## src/hw/cdr_pkg.sv

```systemverilog
package cdr_pkg;

  // direction of one phase decision or vote
  // encoding follows {late, early} as seen by the loop filter
  typedef enum logic [1:0] {
    dir_none  = 2'b00, // no transition or tied vote
    dir_early = 2'b01, // sampling clock ahead of data
    dir_late  = 2'b10  // sampling clock behind data
  } phase_dir_e;

  // phase code to the interpolator
  localparam int CODE_WIDTH = 11;

  typedef logic [CODE_WIDTH-1:0] code_t;

  // integrator widths
  localparam int DEF_PHASE_WIDTH = 16;
  localparam int DEF_FREQ_WIDTH  = 16;

  // loop gains
  localparam int DEF_PHUG = 3; // proportional step per vote
  localparam int DEF_FRUG = 8; // integral step per vote

  // decisions summed into one vote
  localparam int DEF_DECIM = 4;

  // lock detection
  localparam int DEF_LOCK_WINDOW = 16; // directional votes per window
  localparam int DEF_LOCK_TOL    = 2;  // max |late - early| while locked

endpackage

```

## src/hw/alexander_pd.sv

```systemverilog
module alexander_pd (
  input  logic                clk,
  input  logic                rst_n,
  input  logic                sample_valid, // front end has a new pair
  input  logic                data_bit,     // B, current data sample
  input  logic                edge_bit,     // T, sample taken between A and B
  output logic                pd_valid,
  output cdr_pkg::phase_dir_e pd_dir
);

  logic a_bit;   // previous data bit A
  logic a_known; // A holds a real sample

  cdr_pkg::phase_dir_e dir_next;

  // alexander truth table
  // A == B gives no information, otherwise the edge sample tells which side
  // of the transition the clock sits on
  always_comb begin
    if (a_bit == data_bit) begin
      dir_next = cdr_pkg::dir_none; // no transition
    end else if (edge_bit == data_bit) begin
      dir_next = cdr_pkg::dir_late; // edge already saw new bit
    end else begin
      dir_next = cdr_pkg::dir_early; // edge still saw old bit
    end
  end

  // previous bit register
  always_ff @(posedge clk) begin
    if (sample_valid) begin
      a_bit <= data_bit;
    end
  end

  always_ff @(posedge clk or negedge rst_n) begin
    if (!rst_n) begin
      a_known  <= 1'b0;
      pd_valid <= 1'b0;
      pd_dir   <= cdr_pkg::dir_none;
    end else begin
      if (sample_valid) begin
        a_known <= 1'b1; // first sample only primes A
      end
      if (sample_valid && a_known) begin
        pd_valid <= 1'b1;
        pd_dir   <= dir_next;
      end else begin
        pd_valid <= 1'b0;
        pd_dir   <= cdr_pkg::dir_none; // idle slots carry no direction
      end
    end
  end

  // downstream sums pd_dir without looking at pd_valid first
  a_idle_dir_none : assert property (
    @(posedge clk) disable iff (!rst_n)
    !pd_valid |-> pd_dir == cdr_pkg::dir_none
  ) else $error("pd_dir not none while pd_valid low");

endmodule

```

## src/hw/cdr_top.sv

```systemverilog
module cdr_top #(
  parameter int PHUG        = cdr_pkg::DEF_PHUG,
  parameter int FRUG        = cdr_pkg::DEF_FRUG,
  parameter int PHASE_WIDTH = cdr_pkg::DEF_PHASE_WIDTH,
  parameter int FREQ_WIDTH  = cdr_pkg::DEF_FREQ_WIDTH,
  parameter int DECIM       = cdr_pkg::DEF_DECIM,
  parameter int LOCK_WINDOW = cdr_pkg::DEF_LOCK_WINDOW,
  parameter int LOCK_TOL    = cdr_pkg::DEF_LOCK_TOL
) (
  input  logic        clk,
  input  logic        rst_n,
  input  logic        sample_valid, // from the oversampling front end
  input  logic        data_bit,
  input  logic        edge_bit,
  output logic [10:0] code,         // to the phase interpolator
  output logic        locked
);

  // detector to decimator
  logic                pd_valid;
  cdr_pkg::phase_dir_e pd_dir;

  // decimator to filter and lock detector
  logic                vote_valid;
  cdr_pkg::phase_dir_e vote_dir;

  alexander_pd u_pd (
    .clk          (clk),
    .rst_n        (rst_n),
    .sample_valid (sample_valid),
    .data_bit     (data_bit),
    .edge_bit     (edge_bit),
    .pd_valid     (pd_valid),
    .pd_dir       (pd_dir)
  );

  vote_decimator #(
    .DECIM (DECIM)
  ) u_decim (
    .clk        (clk),
    .rst_n      (rst_n),
    .pd_valid   (pd_valid),
    .pd_dir     (pd_dir),
    .vote_valid (vote_valid),
    .vote_dir   (vote_dir)
  );

  // sample to code is three register stages
  digital_loop_filter #(
    .PHUG        (PHUG),
    .FRUG        (FRUG),
    .PHASE_WIDTH (PHASE_WIDTH),
    .FREQ_WIDTH  (FREQ_WIDTH)
  ) u_filter (
    .clk        (clk),
    .rst_n      (rst_n),
    .vote_valid (vote_valid),
    .vote_dir   (vote_dir),
    .code       (code)
  );

  lock_detector #(
    .LOCK_WINDOW (LOCK_WINDOW),
    .LOCK_TOL    (LOCK_TOL)
  ) u_lock (
    .clk        (clk),
    .rst_n      (rst_n),
    .vote_valid (vote_valid),
    .vote_dir   (vote_dir),
    .locked     (locked)
  );

endmodule

```

## src/hw/digital_loop_filter.sv

```systemverilog
module digital_loop_filter #(
  parameter int PHUG        = 3,  // proportional gain
  parameter int FRUG        = 8,  // integral gain
  parameter int PHASE_WIDTH = 16,
  parameter int FREQ_WIDTH  = 16
) (
  input  logic                clk,
  input  logic                rst_n,
  input  logic                vote_valid,
  input  cdr_pkg::phase_dir_e vote_dir,
  output cdr_pkg::code_t      code
);

  // elaboration time width check
  if (PHASE_WIDTH < cdr_pkg::CODE_WIDTH || FREQ_WIDTH < 10) begin : g_bad_width
    $error("digital_loop_filter needs PHASE_WIDTH >= CODE_WIDTH and FREQ_WIDTH >= 10");
  end

  logic [FREQ_WIDTH-1:0]  freq_int;  // F, integral path
  logic [PHASE_WIDTH-1:0] phase_int; // P, drives the code
  logic [8:0]             freq_tap;  // S, slice of F fed into P

  logic [PHASE_WIDTH-1:0] tap_up;    // S zero extended
  logic [PHASE_WIDTH-1:0] tap_dn;    // ~S zero extended

  // skip the msb of F so the tap stays inside 9 bits
  assign freq_tap  = freq_int[FREQ_WIDTH-2 -: 9];
  assign tap_up    = PHASE_WIDTH'(freq_tap);
  assign tap_dn    = {{(PHASE_WIDTH-9){1'b0}}, ~freq_tap}; // invert only the 9 tap bits

  always_ff @(posedge clk or negedge rst_n) begin
    if (!rst_n) begin
      freq_int  <= '0;
      phase_int <= '0;
    end else if (vote_valid) begin
      case (vote_dir)
        cdr_pkg::dir_late: begin
          // clock behind, speed up
          freq_int  <= freq_int + FREQ_WIDTH'(FRUG);
          phase_int <= phase_int + tap_up + PHASE_WIDTH'(PHUG); // old F tap
        end
        cdr_pkg::dir_early: begin
          // clock ahead, slow down
          freq_int  <= freq_int - FREQ_WIDTH'(FRUG);
          phase_int <= phase_int - tap_dn - PHASE_WIDTH'(PHUG);
        end
        default: begin
          // tied vote holds both integrators
          freq_int  <= freq_int;
          phase_int <= phase_int;
        end
      endcase
    end
  end

  // both integrators wrap, the code is just the top bits of P
  assign code = phase_int[PHASE_WIDTH-1 -: cdr_pkg::CODE_WIDTH];

endmodule

```

## src/hw/lock_detector.sv

```systemverilog
module lock_detector #(
  parameter int LOCK_WINDOW = 16, // directional votes per window
  parameter int LOCK_TOL    = 2   // max |late - early| for lock
) (
  input  logic                clk,
  input  logic                rst_n,
  input  logic                vote_valid,
  input  cdr_pkg::phase_dir_e vote_dir,
  output logic                locked
);

  localparam int CNT_W = $clog2(LOCK_WINDOW + 1);
  localparam int BAL_W = CNT_W + 1; // signed, covers +-LOCK_WINDOW

  logic        [CNT_W-1:0] vote_cnt;  // directional votes in window
  logic signed [BAL_W-1:0] balance;   // late minus early
  logic        [CNT_W-1:0] cnt_next;
  logic signed [BAL_W-1:0] bal_next;
  logic        [BAL_W-1:0] bal_mag;   // |bal_next|
  logic                    dir_vote;  // vote carries a direction
  logic                    window_end;

  assign dir_vote = vote_valid && (vote_dir != cdr_pkg::dir_none);
  assign cnt_next = vote_cnt + 1'b1;

  always_comb begin
    if (vote_dir == cdr_pkg::dir_late) begin
      bal_next = balance + BAL_W'(1);
    end else begin
      bal_next = balance - BAL_W'(1); // only early reaches here when used
    end
  end

  assign bal_mag    = bal_next[BAL_W-1] ? $unsigned(-bal_next) : $unsigned(bal_next);
  assign window_end = (cnt_next == CNT_W'(LOCK_WINDOW));

  always_ff @(posedge clk or negedge rst_n) begin
    if (!rst_n) begin
      vote_cnt <= '0;
      balance  <= '0;
      locked   <= 1'b0;
    end else if (dir_vote) begin
      if (window_end) begin
        // balanced window means the loop sits on the data eye
        locked   <= (bal_mag <= BAL_W'(LOCK_TOL));
        vote_cnt <= '0;
        balance  <= '0;
      end else begin
        vote_cnt <= cnt_next;
        balance  <= bal_next;
      end
    end
  end

  // lock status goes off chip and must always be defined
  a_locked_known : assert property (
    @(posedge clk) disable iff (!rst_n)
    !$isunknown(locked)
  ) else $error("locked is unknown after reset");

endmodule

```

## src/hw/vote_decimator.sv

```systemverilog
module vote_decimator #(
  parameter int DECIM = 4 // decision slots per vote
) (
  input  logic                clk,
  input  logic                rst_n,
  input  logic                pd_valid,
  input  cdr_pkg::phase_dir_e pd_dir,
  output logic                vote_valid,
  output cdr_pkg::phase_dir_e vote_dir
);

  localparam int CNT_W = (DECIM > 1) ? $clog2(DECIM) : 1;
  localparam int SUM_W = $clog2(DECIM + 1) + 1; // holds -DECIM..+DECIM

  logic        [CNT_W-1:0] slot;     // slots seen in this vote
  logic signed [SUM_W-1:0] sum;      // late minus early so far
  logic signed [SUM_W-1:0] delta;    // contribution of this slot
  logic signed [SUM_W-1:0] sum_next;
  logic                    last_slot;

  always_comb begin
    case (pd_dir)
      cdr_pkg::dir_late:  delta = SUM_W'(1);
      cdr_pkg::dir_early: delta = -SUM_W'(1);
      default:            delta = '0; // none adds nothing
    endcase
  end

  assign sum_next  = sum + delta;
  assign last_slot = (slot == CNT_W'(DECIM - 1));

  always_ff @(posedge clk or negedge rst_n) begin
    if (!rst_n) begin
      slot       <= '0;
      sum        <= '0;
      vote_valid <= 1'b0;
      vote_dir   <= cdr_pkg::dir_none;
    end else begin
      vote_valid <= 1'b0;
      vote_dir   <= cdr_pkg::dir_none;
      if (pd_valid) begin
        if (last_slot) begin
          // majority of the block decides, ties give none
          vote_valid <= 1'b1;
          if (sum_next > 0) begin
            vote_dir <= cdr_pkg::dir_late;
          end else if (sum_next < 0) begin
            vote_dir <= cdr_pkg::dir_early;
          end else begin
            vote_dir <= cdr_pkg::dir_none;
          end
          slot <= '0; // start next block
          sum  <= '0;
        end else begin
          slot <= slot + 1'b1;
          sum  <= sum_next;
        end
      end
    end
  end

  // a vote needs DECIM detector slots, so votes come spaced apart
  a_vote_spacing : assert property (
    @(posedge clk) disable iff (!rst_n)
    (DECIM > 1) && vote_valid |=> !vote_valid
  ) else $error("vote_valid high on back to back cycles");

endmodule

```

## config.mk

```make
export PLATFORM = sky130hd
export DESIGN_NAME = cdr_top
export DESIGN_NICKNAME = d
export VERILOG_FILES = /design/src/hw/cdr_pkg.sv /design/src/hw/alexander_pd.sv /design/src/hw/cdr_top.sv /design/src/hw/digital_loop_filter.sv /design/src/hw/lock_detector.sv /design/src/hw/vote_decimator.sv
export SDC_FILE = /design/constraint.sdc
export NUM_CORES = 1
export LEC_CHECK = 0
export BUFFER_PORTS_ARGS = -buffer_cell sky130_fd_sc_hd__buf_2
export CAP_MARGIN = 25
export CORE_AREA = 2 2 86 88
export DETAILED_ROUTE_END_ITERATION = 6
export DIE_AREA = 0 0 88 90
export GPL_TIMING_DRIVEN = 0
export PLACE_DENSITY = 0.9
export SETUP_SLACK_MARGIN = 0.05
export SKIP_CTS_REPAIR_TIMING = 1
export SLEW_MARGIN = 20
export SYNTH_ARGS = -nofsm -noshare
export SYNTH_HDL_FRONTEND = slang
export SYNTH_SLANG_ARGS = --single-unit
export TNS_END_PERCENT = 100
```

## constraint.sdc

```tcl
create_clock -name clk -period 5.25 [get_ports clk]
set_clock_uncertainty 0.2 [all_clocks]
set_input_delay 1.05 -clock clk [delete_from_list [all_inputs] [get_ports clk]]
set_output_delay 1.05 -clock clk [all_outputs]
set_load 0.03 [all_outputs]
```

==> results.sh <==
export IMPL_status="completed"
export IMPL_hpwl_um=6830
export IMPL_slew_viol_final=0
export IMPL_drtIter0Drc=172
export IMPL_critPathLaunchType="register"
export IMPL_critPathKind="register to register"
export IMPL_power_density_mw_per_mm2=453
export IMPL_crit_fanout=11
export IMPL_ant_nets=0
export IMPL_critPathLaunch="u_decim.vote_dir[1]$_DFF_PN0_"
export IMPL_clockBufferDepth=2
export IMPL_grt_pass1_wl_um=15400
export IMPL_vias=3611
export IMPL_cap_violations=0
export IMPL_pwr_share_seq_pct=27.4
export IMPL_setup_viol=0
export IMPL_clock_latency_ps=320
export IMPL_tightest_slew_ps=689
export IMPL_nets=593
export IMPL_ys_ff_latch=54
export IMPL_cts_tree="done"
export IMPL_hold_end="u_filter.phase_int[15]$_DFFE_PN0P_"
export IMPL_stdcell_area_mm2=0.00476
export IMPL_min_path_type="register to register"
export IMPL_ir_worst_vdd_uv=209
export IMPL_yosysMostFrequentCell="ha_1"
export IMPL_dr_pass1_iters=4
export IMPL_track_usage_pct=24.2
export IMPL_netlist_area_mm2=0.00444
export IMPL_hold_viol=0
export IMPL_place_gp_congestion=0.953
export IMPL_cp_arrival_ps=3440
export IMPL_rrSetupSlack_ps=1780
export IMPL_fin_setup_tns_ps=0
export IMPL_clock_power_share_pct=13.4
export IMPL_synth_area_leaders="dfrtp_1, ha_1, inv_1"
export IMPL_drc_errors=0
export IMPL_r2r_start="u_decim.vote_dir[1]$_DFF_PN0_"
export IMPL_numCtsBuffers=5
export IMPL_die_h_um=90
export IMPL_fin_util_pct=67.8
export IMPL_timing_rr_end="u_filter.freq_int[11]$_DFFE_PN0P_"
export IMPL_wl_um=9140
export IMPL_cts_root_buf="clkbuf_8"
export IMPL_syn_num_nets=570
export IMPL_finalCriticalPeriod_ps=3470
export IMPL_rsz0062_at_grt="no"
export IMPL_layout_drive_gt1_share_pct=9.16
export IMPL_switching_share_pct=43.9
export IMPL_power_switching_w=0.000946
export IMPL_relSlewSlack_pct=54.1
export IMPL_portBuffers=16
export IMPL_syn_to_final_growth_pct=7.13
export IMPL_netlist_area_leader_share_pct=29.9
export IMPL_yosysUniqueCellTypes=58
export IMPL_ys_async_sr_fraction_pct=98.1
export IMPL_p_int_w=0.00121
export IMPL_leakagePower_nw=2.31
export IMPL_final_cells=623
export IMPL_cts_num_sinks=54
export IMPL_p_comb_share_pct=59.2
export IMPL_place_area_mm2=0.00465
export IMPL_critPathCaptureType="register"
export IMPL_die_area_mm2=0.00792
export IMPL_synth_edf_count=1
export IMPL_diodes=0
export IMPL_syn_inst=500
export IMPL_yosysTopAreaCell="dfrtp_1"
export IMPL_rows=31
export IMPL_hp_start="u_filter.phase_int[15]$_DFFE_PN0P_"
export IMPL_r2r_cells=11
export IMPL_io_pins=17
export IMPL_floorplan_initialDensity_pct=63.3
export IMPL_yosys_warnings=0
export IMPL_placed_cells=615
export IMPL_overflow=0
export IMPL_yosysSeqAreaShare_pct=30.5
export IMPL_routed_via_density=5.80
export IMPL_fmax_mhz=289
export IMPL_post_route_period_util_pct=66.0
export IMPL_fp_dieW_um=88
export IMPL_yosys_top_cells_count="ha_1, inv_1, dfrtp_1"
export IMPL_syn_area_per_cell_um2=8.88
export IMPL_grt_pass1_vias=3480
export IMPL_antenna_found_initial=0
export IMPL_grt_max_degree=54
export IMPL_wl_per_cell_um=14.7
export IMPL_required_ps=5230
export IMPL_hold_path_cell_count=1
export IMPL_fp_coreArea_mm2=0.00702
export IMPL_cts_clk_slew_worst_paths_ps=110
export IMPL_synth_flop_cell="dfrtp_1"
export IMPL_cts_htree_levels=2
-- how the worst max path moves through the flow --
stage,endpoint,slack [ps],cells past startpoint
final,u_filter.freq_int[11]$_DFFE_PN0P_,1780,11
after global routing,u_filter.freq_int[11]$_DFFE_PN0P_,1530,11
after CTS,u_filter.freq_int[11]$_DFFE_PN0P_,1770,11
after detailed placement,u_filter.freq_int[11]$_DFFE_PN0P_,1820,11
after global placement,u_filter.freq_int[11]$_DFFE_PN0P_,1920,11
after floorplan,u_filter.freq_int[13]$_DFFE_PN0P_,2500,11
-- worst max-delay path: stages (launching register included) --
cell      delay, ps
dfrtp_1         390
inv_1            80
ha_1            440
clkbuf_1        370
clkinv_1        420
fa_1            580
nor2b_4         140
o21ai_2          60
a21oi_2         200
nor3_1          100
o21ai_0         200
o221ai_1        140
-- power by group through the flow --
stage | registers [W] | clock network [W] | logic [W]
floorplan | 0.000576 | 0 | 0.00102
global placement | 0.000591 | 0 | 0.00119
detailed placement | 0.000600 | 0 | 0.00126
CTS | 0.000591 | 0.000291 | 0.00128
global route | 0.000605 | 0.000305 | 0.00143
finish | 0.000592 | 0.000288 | 0.00128
-- metrics by stage --
stage / hold slack, ps / total power, W / worst slack, ps
after global routing: 313 / 0.00234 / 1530
after detailed placement: 264 / 0.00186 / 1820
final: 280 / 0.00216 / 1780
after floorplan: 239 / 0.00160 / 2500
after CTS: 283 / 0.00216 / 1770
after global placement: 252 / 0.00178 / 1920
-- sequential cells by signal, indices dropped and copies added, names as in the netlist, 2 cells and up --
| name | count |
|---|---|
| u_lock.vote_cnt | 5 |
| u_filter.phase_int | 16 |
| u_lock.balance | 6 |
| u_decim.sum | 4 |
| u_decim.vote_dir | 2 |
| u_filter.freq_int | 12 |
| u_pd.pd_dir | 2 |
| u_decim.slot | 2 |
-- cell usage in the layout (no fill, tap or decap), types with 7 or more instances in the layout --
cell type  instances
a21o_1             8
nand3b_1          10
o21a_1             7
nor2_1            26
a211oi_1           9
nor2b_1            7
ha_1              60
o21bai_1           8
a21oi_1           16
buf_4             12
xnor2_1           19
clkbuf_1           7
xor2_1            11
inv_1             58
nor3_1             9
dfrtp_1           53
nand2_1           43
nand3_1           12
buf_2             15
o21ai_0           37
-- cell type report --
cell class / count / area (um2)
fillers: 541 / 2260
flip-flops and latches: 54 / 1360
inverters: 59 / 221
clock inverters: 2 / 37.5
clock buffers: 6 / 72.6
repair buffers: 16 / 82.6
multi-input cells: 366 / 2740
plain buffers: 21 / 120
well taps: 99 / 124
-- routing by layer --
metal  up-vias  track usage [%]  share of wire [%]
li1       1789                -                  -
met1      1713             29.3                 44
met2        93             42.8                 51
met3        16             3.95                3.6
met4         0             7.95                1.9
met5         -                0                  0
-- kinds of logic after synthesis --
family	Yosys count	share of synthesized area, %
xor+xnor	30	5.92
mux	6	1.44
buf+inv	80	7.69
simple gates	140	16.0
compound gates	125	19.2
fa+ha+maj	65	19.2
flops	54	30.5
No activity file was read; power rests on OpenSTA's default activity.
